`src/verilog/replay_pkg.sv`:
```
// ####################
// Replay ingest shared definitions
// Widths, queue count, FIFO depths,
// LFSR constants and writer states
// ####################

package replay_pkg;

  // Stream side widths
  localparam int data_w = 64;
  localparam int strb_w = data_w / 8;
  localparam int user_w = 32;
  localparam int stamp_w = 32;

  // Memory line is strobe above data, read out as two halves
  localparam int line_w = data_w + strb_w;
  localparam int half_w = line_w / 2;

  // Replay queues
  localparam int num_queues = 4;
  localparam int qid_w = $clog2(num_queues);

  // Input beat buffer
  localparam int ingest_depth = 4;
  localparam int ingest_ptr_w = $clog2(ingest_depth);

  // Output line buffer
  localparam int line_depth = 16;
  localparam int line_ptr_w = $clog2(line_depth);

  // Queue selection LFSR
  localparam int lfsr_w = 32;
  localparam logic [lfsr_w-1:0] lfsr_seed = '1;
  // Feedback taps at bits 31, 6, 4, 2, 1 and 0
  localparam logic [lfsr_w-1:0] lfsr_taps = 32'h8000_0057;

  // Writer states
  typedef enum logic {
    wr_header = 1'b0,
    wr_packet = 1'b1
  } write_state_t;

endpackage

```
`src/verilog/ingest_fifo.sv`:
```
// ####################
// Ingest FIFO
// Four-entry fall-through buffer of stream
// beats, nearly full at three entries
// ####################

`timescale 1ns/10ps

module ingest_fifo (
  input  logic                        axi_aclk,
  input  logic                        axi_aresetn,
  input  logic [replay_pkg::data_w-1:0] wr_data,
  input  logic [replay_pkg::strb_w-1:0] wr_strb,
  input  logic [replay_pkg::user_w-1:0] wr_user,
  input  logic                        wr_last,
  input  logic                        wr_en,
  input  logic                        pop,
  output logic [replay_pkg::data_w-1:0] head_data,
  output logic [replay_pkg::strb_w-1:0] head_strb,
  output logic [replay_pkg::user_w-1:0] head_user,
  output logic                        head_last,
  output logic                        head_empty,
  output logic                        nearly_full
);

  import replay_pkg::*;

  // Beat storage
  logic [data_w-1:0] data_mem [ingest_depth];
  logic [strb_w-1:0] strb_mem [ingest_depth];
  logic [user_w-1:0] user_mem [ingest_depth];
  logic              last_mem [ingest_depth];

  logic [ingest_ptr_w-1:0] wr_ptr;
  logic [ingest_ptr_w-1:0] rd_ptr;
  logic [ingest_ptr_w:0]   count;

  // Head shows straight from storage, no read delay
  assign head_data = data_mem[rd_ptr];
  assign head_strb = strb_mem[rd_ptr];
  assign head_user = user_mem[rd_ptr];
  assign head_last = last_mem[rd_ptr];
  assign head_empty = (count == '0);
  // Leaves one slot of slack for the tready loop
  assign nearly_full = (count >= (ingest_ptr_w + 1)'(ingest_depth - 1));

  always_ff @(posedge axi_aclk) begin
    if (wr_en) begin
      data_mem[wr_ptr] <= wr_data;
      strb_mem[wr_ptr] <= wr_strb;
      user_mem[wr_ptr] <= wr_user;
      last_mem[wr_ptr] <= wr_last;
    end
  end

  always_ff @(posedge axi_aclk) begin
    if (!axi_aresetn) begin
      wr_ptr <= '0;
      rd_ptr <= '0;
      count <= '0;
    end else begin
      if (wr_en) begin
        wr_ptr <= wr_ptr + 1'b1;
      end
      if (pop) begin
        rd_ptr <= rd_ptr + 1'b1;
      end
      // Occupancy tracks both sides at once
      case ({wr_en, pop})
        2'b10: count <= count + 1'b1;
        2'b01: count <= count - 1'b1;
        default: count <= count;
      endcase
    end
  end

  // Upstream tready must hold writes off a full buffer
  a_no_write_full: assert property (@(posedge axi_aclk) disable iff (!axi_aresetn)
    wr_en |-> (count != (ingest_ptr_w + 1)'(ingest_depth)));

  // Writer must only consume a present beat
  a_no_pop_empty: assert property (@(posedge axi_aclk) disable iff (!axi_aresetn)
    pop |-> !head_empty);

endmodule

```
`src/verilog/write_fsm.sv`:
```
// ####################
// Line writer FSM
// Header line then one line per beat,
// end-of-packet marked in the queue id
// ####################

`timescale 1ns/10ps

module write_fsm (
  input  logic                          axi_aclk,
  input  logic                          axi_aresetn,
  input  logic [replay_pkg::data_w-1:0]  head_data,
  input  logic [replay_pkg::strb_w-1:0]  head_strb,
  input  logic [replay_pkg::user_w-1:0]  head_user,
  input  logic                          head_last,
  input  logic                          head_empty,
  input  logic                          line_full,
  input  logic [replay_pkg::stamp_w-1:0] timestamp,
  input  logic [replay_pkg::qid_w-1:0]   queue_sel,
  output logic                          pop,
  output logic                          line_wr,
  output logic [replay_pkg::data_w-1:0]  line_data,
  output logic [replay_pkg::strb_w-1:0]  line_strb,
  output logic [replay_pkg::qid_w-1:0]   qid_lo,
  output logic [replay_pkg::qid_w-1:0]   qid_hi
);

  import replay_pkg::*;

  write_state_t state;
  write_state_t next_state;

  // Queue id held for the whole packet
  logic [qid_w-1:0] qid_r;
  // One extra bit so a full strobe carries out
  logic [strb_w:0]  strb_sum;
  logic             line_ok;

  // A beat is waiting and there is room for its line
  assign line_ok = !head_empty && !line_full;
  assign strb_sum = {1'b0, head_strb} + 1'b1;

  always_comb begin
    next_state = state;
    pop = 1'b0;
    line_wr = 1'b0;
    line_data = head_data;
    line_strb = '0;
    qid_lo = qid_r;
    qid_hi = qid_r;
    case (state)
      wr_header: begin
        // Beat stays put, only its tuser is used here
        if (line_ok) begin
          line_wr = 1'b1;
          line_data = {timestamp, head_user};
          qid_lo = queue_sel;
          qid_hi = queue_sel;
          next_state = wr_packet;
        end
      end
      wr_packet: begin
        if (line_ok) begin
          line_wr = 1'b1;
          pop = 1'b1;
          if (head_last) begin
            // Compressed byte count of the last beat
            line_strb = strb_sum[strb_w:1];
            // Id one above the real queue flags end of packet
            qid_hi = qid_r + 1'b1;
            next_state = wr_header;
          end
        end
      end
      default: next_state = wr_header;
    endcase
  end

  always_ff @(posedge axi_aclk) begin
    if (!axi_aresetn) begin
      state <= wr_header;
      qid_r <= '0;
    end else begin
      state <= next_state;
      // Latch the picked queue with the header
      if (state == wr_header && line_ok) begin
        qid_r <= queue_sel;
      end
    end
  end

  // A waiting beat leaves the head only through a pop
  a_head_held: assert property (@(posedge axi_aclk) disable iff (!axi_aresetn)
    !head_empty && !pop |=> !head_empty);

endmodule

```
`src/verilog/stamp_timer.sv`:
```
// ####################
// Stamp timer
// Free-running packet timestamp,
// wraps at full width
// ####################

`timescale 1ns/10ps

module stamp_timer (
  input  logic                          axi_aclk,
  input  logic                          axi_aresetn,
  output logic [replay_pkg::stamp_w-1:0] timestamp
);

  import replay_pkg::*;

  logic [stamp_w-1:0] count;

  assign timestamp = count;

  // One tick per clock
  always_ff @(posedge axi_aclk) begin
    if (!axi_aresetn) begin
      count <= '0;
    end else begin
      count <= count + 1'b1;
    end
  end

endmodule

```
`src/verilog/queue_picker.sv`:
```
// ####################
// Queue picker
// LFSR against three split ratios
// selects the replay queue
// ####################

`timescale 1ns/10ps

module queue_picker (
  input  logic                         axi_aclk,
  input  logic                         axi_aresetn,
  input  logic [replay_pkg::lfsr_w-1:0] split_ratio_0,
  input  logic [replay_pkg::lfsr_w-1:0] split_ratio_1,
  input  logic [replay_pkg::lfsr_w-1:0] split_ratio_2,
  output logic [replay_pkg::qid_w-1:0]  queue_sel
);

  import replay_pkg::*;

  logic [lfsr_w-1:0] lfsr;
  logic              feedback;

  // XOR of the tapped bits
  assign feedback = ^(lfsr & lfsr_taps);

  // Shift right, feedback enters at the top
  always_ff @(posedge axi_aclk) begin
    if (!axi_aresetn) begin
      lfsr <= lfsr_seed;
    end else begin
      lfsr <= {feedback, lfsr[lfsr_w-1:1]};
    end
  end

  // First threshold the LFSR does not exceed wins
  always_comb begin
    if (lfsr <= split_ratio_0) begin
      queue_sel = qid_w'(0);
    end else if (lfsr <= split_ratio_1) begin
      queue_sel = qid_w'(1);
    end else if (lfsr <= split_ratio_2) begin
      queue_sel = qid_w'(2);
    end else begin
      queue_sel = qid_w'(3);
    end
  end

  // Seeded nonzero, the taps must keep it off the lockup state
  a_lfsr_nonzero: assert property (@(posedge axi_aclk) disable iff (!axi_aresetn)
    lfsr != '0);

endmodule

```
`src/verilog/line_fifo.sv`:
```
// ####################
// Line FIFO
// Sixteen memory lines with two queue ids,
// read out as low half then high half
// ####################

`timescale 1ns/10ps

module line_fifo (
  input  logic                         axi_aclk,
  input  logic                         axi_aresetn,
  input  logic                         line_wr,
  input  logic [replay_pkg::data_w-1:0] line_data,
  input  logic [replay_pkg::strb_w-1:0] line_strb,
  input  logic [replay_pkg::qid_w-1:0]  qid_lo,
  input  logic [replay_pkg::qid_w-1:0]  qid_hi,
  input  logic                         rd_en,
  output logic                         line_full,
  output logic [replay_pkg::half_w-1:0] dout,
  output logic [replay_pkg::qid_w-1:0]  dout_qid,
  output logic                         empty
);

  import replay_pkg::*;

  // Packed lines, strobe above data
  logic [line_w-1:0] line_mem [line_depth];
  logic [qid_w-1:0]  qlo_mem [line_depth];
  logic [qid_w-1:0]  qhi_mem [line_depth];

  logic [line_ptr_w-1:0] wr_ptr;
  logic [line_ptr_w-1:0] rd_ptr;
  logic [line_ptr_w:0]   count;
  // Low when the low half is on the output
  logic                  half_sel;
  logic [line_w-1:0]     head_line;
  logic                  free;

  assign head_line = line_mem[rd_ptr];

  // Pick half and its id
  assign dout = half_sel ? head_line[line_w-1:half_w] : head_line[half_w-1:0];
  assign dout_qid = half_sel ? qhi_mem[rd_ptr] : qlo_mem[rd_ptr];

  assign empty = (count == '0);
  assign line_full = (count == (line_ptr_w + 1)'(line_depth));
  // Second half read releases the line
  assign free = rd_en && half_sel;

  always_ff @(posedge axi_aclk) begin
    if (line_wr) begin
      line_mem[wr_ptr] <= {line_strb, line_data};
      qlo_mem[wr_ptr] <= qid_lo;
      qhi_mem[wr_ptr] <= qid_hi;
    end
  end

  always_ff @(posedge axi_aclk) begin
    if (!axi_aresetn) begin
      wr_ptr <= '0;
      rd_ptr <= '0;
      count <= '0;
      half_sel <= 1'b0;
    end else begin
      if (line_wr) begin
        wr_ptr <= wr_ptr + 1'b1;
      end
      if (rd_en) begin
        half_sel <= !half_sel;
      end
      if (free) begin
        rd_ptr <= rd_ptr + 1'b1;
      end
      // Count whole lines only
      case ({line_wr, free})
        2'b10: count <= count + 1'b1;
        2'b01: count <= count - 1'b1;
        default: count <= count;
      endcase
    end
  end

  // Writer has to respect back-pressure
  a_no_write_full: assert property (@(posedge axi_aclk) disable iff (!axi_aresetn)
    line_wr |-> !line_full);

  // Downstream reads only while data is shown
  a_no_read_empty: assert property (@(posedge axi_aclk) disable iff (!axi_aresetn)
    rd_en |-> !empty);

endmodule

```
`src/verilog/replay_ingest_top.sv`:
```
// ####################
// Replay ingest top
// AXI-Stream packets to tagged memory
// line halves for the replay queues
// ####################

`timescale 1ns/10ps

module replay_ingest_top (
  input  logic                         axi_aclk,
  input  logic                         axi_aresetn,
  input  logic [replay_pkg::data_w-1:0] s_axis_tdata,
  input  logic [replay_pkg::strb_w-1:0] s_axis_tstrb,
  input  logic [replay_pkg::user_w-1:0] s_axis_tuser,
  input  logic                         s_axis_tvalid,
  input  logic                         s_axis_tlast,
  output logic                         s_axis_tready,
  input  logic                         fifo_rd_en,
  output logic [replay_pkg::half_w-1:0] fifo_dout,
  output logic [replay_pkg::qid_w-1:0]  fifo_dout_qid,
  output logic                         fifo_empty,
  input  logic [replay_pkg::lfsr_w-1:0] split_ratio_0,
  input  logic [replay_pkg::lfsr_w-1:0] split_ratio_1,
  input  logic [replay_pkg::lfsr_w-1:0] split_ratio_2
);

  import replay_pkg::*;

  // Ingest FIFO head
  logic [data_w-1:0]  ififo_data;
  logic [strb_w-1:0]  ififo_strb;
  logic [user_w-1:0]  ififo_user;
  logic               ififo_last;
  logic               ififo_empty;
  logic               ififo_nearly_full;
  logic               ififo_pop;

  // Writer to line FIFO
  logic               line_wr;
  logic [data_w-1:0]  line_data;
  logic [strb_w-1:0]  line_strb;
  logic [qid_w-1:0]   qid_lo;
  logic [qid_w-1:0]   qid_hi;
  logic               line_full;

  logic [stamp_w-1:0] timestamp;
  logic [qid_w-1:0]   queue_sel;
  logic               beat_wr;

  // Accept while the ingest FIFO has slack
  assign s_axis_tready = !ififo_nearly_full;
  assign beat_wr = s_axis_tvalid && s_axis_tready;

  ingest_fifo u_ingest_fifo (
    .axi_aclk    (axi_aclk),
    .axi_aresetn (axi_aresetn),
    .wr_data     (s_axis_tdata),
    .wr_strb     (s_axis_tstrb),
    .wr_user     (s_axis_tuser),
    .wr_last     (s_axis_tlast),
    .wr_en       (beat_wr),
    .pop         (ififo_pop),
    .head_data   (ififo_data),
    .head_strb   (ififo_strb),
    .head_user   (ififo_user),
    .head_last   (ififo_last),
    .head_empty  (ififo_empty),
    .nearly_full (ififo_nearly_full)
  );

  write_fsm u_write_fsm (
    .axi_aclk    (axi_aclk),
    .axi_aresetn (axi_aresetn),
    .head_data   (ififo_data),
    .head_strb   (ififo_strb),
    .head_user   (ififo_user),
    .head_last   (ififo_last),
    .head_empty  (ififo_empty),
    .line_full   (line_full),
    .timestamp   (timestamp),
    .queue_sel   (queue_sel),
    .pop         (ififo_pop),
    .line_wr     (line_wr),
    .line_data   (line_data),
    .line_strb   (line_strb),
    .qid_lo      (qid_lo),
    .qid_hi      (qid_hi)
  );

  stamp_timer u_stamp_timer (
    .axi_aclk    (axi_aclk),
    .axi_aresetn (axi_aresetn),
    .timestamp   (timestamp)
  );

  queue_picker u_queue_picker (
    .axi_aclk      (axi_aclk),
    .axi_aresetn   (axi_aresetn),
    .split_ratio_0 (split_ratio_0),
    .split_ratio_1 (split_ratio_1),
    .split_ratio_2 (split_ratio_2),
    .queue_sel     (queue_sel)
  );

  line_fifo u_line_fifo (
    .axi_aclk    (axi_aclk),
    .axi_aresetn (axi_aresetn),
    .line_wr     (line_wr),
    .line_data   (line_data),
    .line_strb   (line_strb),
    .qid_lo      (qid_lo),
    .qid_hi      (qid_hi),
    .rd_en       (fifo_rd_en),
    .line_full   (line_full),
    .dout        (fifo_dout),
    .dout_qid    (fifo_dout_qid),
    .empty       (fifo_empty)
  );

endmodule

```
`config.mk`:
```
export PLATFORM = sky130hd
export DESIGN_NAME = replay_ingest_top
export DESIGN_NICKNAME = d
export VERILOG_FILES = /design/src/verilog/replay_pkg.sv /design/src/verilog/ingest_fifo.sv /design/src/verilog/write_fsm.sv /design/src/verilog/stamp_timer.sv /design/src/verilog/queue_picker.sv /design/src/verilog/line_fifo.sv /design/src/verilog/replay_ingest_top.sv
export SDC_FILE = /design/constraint.sdc
export NUM_CORES = 2
export LEC_CHECK = 0
export ABC_AREA = 1
export CORE_MARGIN = 2
export CORE_UTILIZATION = 30
export DETAILED_ROUTE_END_ITERATION = 12
export DONT_BUFFER_PORTS = 1
export PLACE_DENSITY = 0.44
export RECOVER_POWER = 50
export REMOVE_ABC_BUFFERS = 1
export SYNTH_ARGS = -nofsm -noshare
export SYNTH_HDL_FRONTEND = slang
export SYNTH_SLANG_ARGS = --single-unit
```
`constraint.sdc`:
```
create_clock -name axi_aclk -period 17.4 [get_ports axi_aclk]
set_input_delay 3.48 -clock axi_aclk [delete_from_list [all_inputs] [get_ports axi_aclk]]
set_output_delay 3.48 -clock axi_aclk [all_outputs]
set_load 0.02 [all_outputs]
```
[Word level (Yosys, flattened, before mapping)]
Memories as Yosys holds them, arrays and structs flattened. A register that Yosys moved wholly into a read port is not among the register bits.
Cells that the tools add are included.
Cells by class
  add/subtract/negate cells: 11
  $mul: 0
  div/mod/pow operators: 0
  order comparisons: 4
  equal/unequal tests: 5
  shifts and indexed selects: 0
  mux-type cells: 40
  bitwise gates (word level): 1
  reductions and logical operators: 13
Operators with widths (count)
  2-to-1 mux 64 bit: 2
  less-or-equal comparator 32 bit: 3
  2-to-1 mux 36 bit: 1
  adder 32 x 1 -> 32 bit, second input constant: 1
  XOR reduction 32 bit: 1
  2-to-1 mux 2 bit: 15
  2-to-1 mux 4 bit: 6
  2-to-1 mux 8 bit: 3
  case mux 5 bit (2 select lines): 1
  adder 8 x 1 -> 9 bit, second input constant: 1
  2-to-1 mux 1 bit: 9
  adder 4 x 1 -> 4 bit, second input constant: 2
  adder 2 x 1 -> 2 bit, second input constant: 3
  case mux 3 bit (2 select lines): 1
  adder 5 x 1 -> 5 bit, second input constant: 1
  == test 5 bit, second input constant: 1
  zero test 5 bit: 1
  subtractor 5 x 1 -> 5 bit, second input constant: 1
  == test 2 x 1 -> 1 bit, second input constant: 2
  == test 2 bit, second input constant: 2
  logical AND 1 bit: 4
  zero test 1 bit: 4
  case mux 2 bit (2 select lines): 1
  nonzero test 2 bit: 2
  6 further kinds: 6
Word-level totals
  flip-flop bits (word level): 88
  latch bits: 0
  RAM bits: 1636
  ROM bits: 0
  memories kept: 7
Memories
  u_line_fifo.line_mem: words 16, width 72, read ports 1, clocked after memory_dff 1, write ports 1, line line_fifo.sv:27  | logic [line_w-1:0] line_mem [line_depth];
  u_ingest_fifo.data_mem: words 4, width 64, read ports 1, clocked after memory_dff 1, write ports 1, line ingest_fifo.sv:29  | logic [data_w-1:0] data_mem [ingest_depth];
  u_ingest_fifo.user_mem: words 4, width 32, read ports 1, clocked after memory_dff 1, write ports 1, line ingest_fifo.sv:31  | logic [user_w-1:0] user_mem [ingest_depth];
  u_ingest_fifo.strb_mem: words 4, width 8, read ports 1, clocked after memory_dff 1, write ports 1, line ingest_fifo.sv:30  | logic [strb_w-1:0] strb_mem [ingest_depth];
  u_line_fifo.qhi_mem: words 16, width 2, read ports 1, clocked after memory_dff 1, write ports 1, line line_fifo.sv:29  | logic [qid_w-1:0] qhi_mem [line_depth];
  u_line_fifo.qlo_mem: words 16, width 2, read ports 1, clocked after memory_dff 1, write ports 1, line line_fifo.sv:28  | logic [qid_w-1:0] qlo_mem [line_depth];
  +1 memories

[Logic depth before layout (Yosys ltp)]
  depth after elaboration: 7
  mapped depth: 17
  depth with buffers taken out: 17

[By module]
From an unflattened synthesis, not the netlist that was laid out.
Unflattened totals
  cell total of the unflattened synthesis: 6361
  area, all modules: 72361.9 µm²
By module, submodules not included
  line_fifo: times used 1, cells an instance 4242, area each 49847.8 µm²
  ingest_fifo: times used 1, cells an instance 1072, area each 16091.7 µm²
  queue_picker: times used 1, cells an instance 515, area each 3498.4 µm²
  stamp_timer: times used 1, cells an instance 249, area each 1674.1 µm²
  write_fsm: times used 1, cells an instance 280, area each 1236.2 µm²
  replay_ingest_top: times used 1, cells an instance 3, area each 13.8 µm²

[Worst setup path before layout]
OpenSTA, ideal clock, no wires.
  kind: input -> register
  from: input port s_axis_tvalid
  to: memory u_ingest_fifo.data_mem[0][0], enable pin
  setup time: 570 ps
  data arrival time: 8057 ps
  path slack: 8773 ps
  stages on the path: 2
  buffers on the path: 0
  cell sequence: nand2_1 nor2_1
Between the ends
  word-level cells in the longest chain between the ends: 3
Ends and longest elaborated chain
  start: declaration: line replay_ingest_top.sv:15  | input logic s_axis_tvalid,
  logical AND 1 bit: line replay_ingest_top.sv:52  | assign beat_wr = s_axis_tvalid && s_axis_tready;
  2-to-1 mux 1 bit: line ingest_fifo.sv:48  | if (wr_en) begin
  2-to-1 mux 1 bit (not written as such): line ingest_fifo.sv:49  | data_mem[wr_ptr] <= wr_data;
  end: declaration: line ingest_fifo.sv:29
Every way passes these cells.

==> metrics.txt <==
Max transition margin=-217.4%; placeable core region=between 200000 and 250000 um^2; routability-driven placement congestion ratio=roughly 0.75; master of the slowest instance on the critical path=sky130_fd_sc_hd__a21oi_1; share of flip-flops with an asynchronous set or reset=0%; final WL=between 200 and 250 mm; most common cell after layout, fill and taps aside=sky130_fd_sc_hd__edfxtp_1; via count=around 44000; RSZ-0062 raised after global routing=no; share of synthesized cell area in and, or, nand and nor gates=around 8.6%; arithmetic-cell share of the synthesized area counting full adders, half adders and majority gates=just over 2%; starting density of the core=around 30%; clock period minus worst slack=8.194 ns; largest net degree at the start of global routing=348; sinks on the clock net=1730; CP arrival=4.71 ns; horizontal extent of the die=roughly 490 um; clock tree from TritonCTS=yes; setup-violating endpoint count in the final report=0; cts hold-fix bufs=0; maximum clock skew at final layout=0.05898 ns; Overall Power=about 12 mW; clk buf depth=3; worst min path class=reg -> reg; total power per unit cell area=~160 nW/um^2; ordered cell list for the critical path=inv_8 > buf_12 > o21ai_0 > o221ai_1 > nand3_1 > o21ai_1 > nor2_1 > a21oi_1; leakage=25.66 nW; EDFF count, synth=between 1500 and 2000; Syn-to-layout area delta=12.70%; clock network latency to the later pin of the worst-skew pair=roughly 0.85 ns; multiplexer share of the synthesized area=0%; total die area=around 240000 um^2; Post-Syn Instances=roughly 5400; actual slew at the worst max-slew pin=between 4 and 5 ns; violations in the final reports=max-capacitance violations, max-slew violations; Total Nets Final=5716; required time of the critical path=13.92 ns; final hold slack=roughly 0.46 ns; number of distinct library cells after synthesis=between 40 and 50; Final Max Tran Viols=1243; top-level port count=~250; Die Span Y=a little under 500 um; postcts setup bufs=0; post-CTS resize count=0; number of remaining DRC errors=0; kind of start point of the critical path=flip-flop; register area share after synthesis=slightly above 70%; wire length of the first global-routing pass=309.6 mm; Crit Path Category=reg -> out; GRT Residual Overflow=0; maximum cell stage delay along the critical path=around 0.92 ns; maximum resistive drop on vdd=between 0.1 and 0.15 mV; dpl hpwl=about 110 mm; ratio of final minimum period to clock period=a little under half; length of the first detailed-routing pass in iterations=5; vias in the first global route=between 40000 and 50000; Num CTS Buffers=190; most frequent cells in the layout=1636 x sky130_fd_sc_hd__edfxtp_1, 1128 x sky130_fd_sc_hd__nor2_1, 889 x sky130_fd_sc_hd__o21ai_0; number of nets with antenna violations after routing=0; MaxCap Viol Count=~40; clock tree root buffer cell=sky130_fd_sc_hd__clkbuf_16; # port buffers=0; mean routed wirelength per cell=25.02 um; total count of hold-check failures in the final report=0; initial detailed-routing violation count=between 3000 and 4000; cell area after synthesis=about 70000 um^2; Max FO, Critical Path=about 170; maximum clock rate=~0.12 GHz; Site Rows=about 180; largest cells by area after synthesis=sky130_fd_sc_hd__edfxtp_1 70%, sky130_fd_sc_hd__o21ai_0 6.3%, sky130_fd_sc_hd__nor2_1 6.1%; post-synthesis xor/xnor area fraction=less than 1%; proportion of layout cells with a drive suffix above 1=~7.3%; total of flip-flops plus latches after synthesis=1730; average via count per standard cell=slightly above 5; yosys synthesis warning count=0; H-tree levels=4; dominant combinational cell family by area after synthesis=compound AO/OA/AOI/OAI gates; Critical Path Sink Type=output pin; status=complete, but fails checks; all-layer global routing usage=between 15 and 20%; share of Yosys cell area claimed by the top area cell type=roughly 70%; Worst-path clk slew=~0.060 ns; flip-flop cell with the highest count after synthesis=sky130_fd_sc_hd__edfxtp_1; Synth area leader=sky130_fd_sc_hd__edfxtp_1; Avg Cell Area, Syn=between 10 and 15 um^2; antenna violations before repair=6; area fraction in compound gates after synthesis=12.79%
-- synthesized netlist by cell type, types with 53 or more instances --
cell,number
sky130_fd_sc_hd__edfxtp_1,1636
sky130_fd_sc_hd__nor2_1,1138
sky130_fd_sc_hd__o21ai_0,888
sky130_fd_sc_hd__o221ai_1,266
sky130_fd_sc_hd__inv_1,212
sky130_fd_sc_hd__clkbuf_1,192
sky130_fd_sc_hd__nand2_1,182
sky130_fd_sc_hd__a21oi_1,119
sky130_fd_sc_hd__ha_1,112
sky130_fd_sc_hd__dfxtp_1,94
sky130_fd_sc_hd__buf_2,84
sky130_fd_sc_hd__nand3_1,84
sky130_fd_sc_hd__o22ai_1,73
sky130_fd_sc_hd__o21ai_1,61
sky130_fd_sc_hd__a31oi_1,53
-- sequential cells by signal (all words and copies together), names as in the netlist, 3 cells and up, named ones only --
signal and cells:
u_stamp_timer.timestamp 32, u_line_fifo.qhi_mem 32, u_ingest_fifo.strb_mem 32, u_ingest_fifo.count 3, u_ingest_fifo.user_mem 128, u_line_fifo.rd_ptr 4, u_ingest_fifo.last_mem 4, u_line_fifo.count 5
u_line_fifo.qlo_mem 32, u_ingest_fifo.data_mem 256, u_queue_picker.lfsr 32, u_line_fifo.line_mem 1152, u_line_fifo.wr_ptr 4
-- final cells by class --
cell class | count | area [um^2]
Antenna cell | 2 | 5.005
Clock buffer | 256 | 5086
Clock inverter | 89 | 857.1
Fill cell | 22950 | 153500
Inverter | 220 | 874.6
Multi-Input combinational cell | 3143 | 16560
Sequential cell | 1730 | 51040
Tap cell | 3043 | 3807
Timing Repair Buffer | 112 | 768.2
-- worst paths after layout --
check	endpoint	cells after the start	startpoint	slack (ns)
worst min register to register	flip-flop	2	u_ingest_fifo.rd_ptr[1]	0.46
worst max register to register	u_line_fifo.line_mem[10][60]	8	u_ingest_fifo.count[1]	9.68
worst max-delay path	fifo_dout[14]	8	flip-flop	9.21
worst min-delay path	flip-flop	2	u_ingest_fifo.rd_ptr[1]	0.46
-- worst max-delay path: cells and delay by family, from the launching register on --
kind                   cells  cell delay (ns)
DFF                        1             0.57
buffers and inverters      2             1.50
AOI/OAI and AO/OA          4             1.46
and+or+nand+nor            2             0.22
-- per-layer routing --
layer | wire, um | up-vias | global-route usage [%] | share of wire [%]
met5 | 0 | - | 0 | 0
li1 | - | 20090 | - | -
met3 | 12430 | 267 | 3.213 | 5.8
met4 | 4507 | 0 | 4.415 | 2.1
met2 | 101500 | 1247 | 28.88 | 47
met1 | 96670 | 22560 | 24.33 | 45
-- cell families after synthesis --
kind of cell               after synthesis
DFF                                   1730
buffers and inverters                  569
and+or+nand+nor                       1499
xor gates and xnor gates                 9
AOI/OAI and AO/OA                     1521
adders and majority gates              114
-- per-stage QoR --
stage	cell area, um^2	util, %	setup WS (ns)	TNS [ns]	cells
finish	78990	33.97	9.206	0	8595
global route	78990	33.97	8.845	0	8594
CTS	79200	34.06	9.049	0	8590
detailed placement	73260	31.50	9.976	0	8245
global placement	73260	31.50	9.896	0	8245
floorplan	68340	-	-2.829	-107.00	5093
-- where the power goes --
part           switching [mW]  internal [mW]  total [mW]  leakage, nW
clock network            1.68           2.20        3.89         2.89
registers              0.0832           5.78        5.86         15.7
logic                    2.09          0.450        2.54         7.10
No activity file was read; power rests on OpenSTA's default activity.
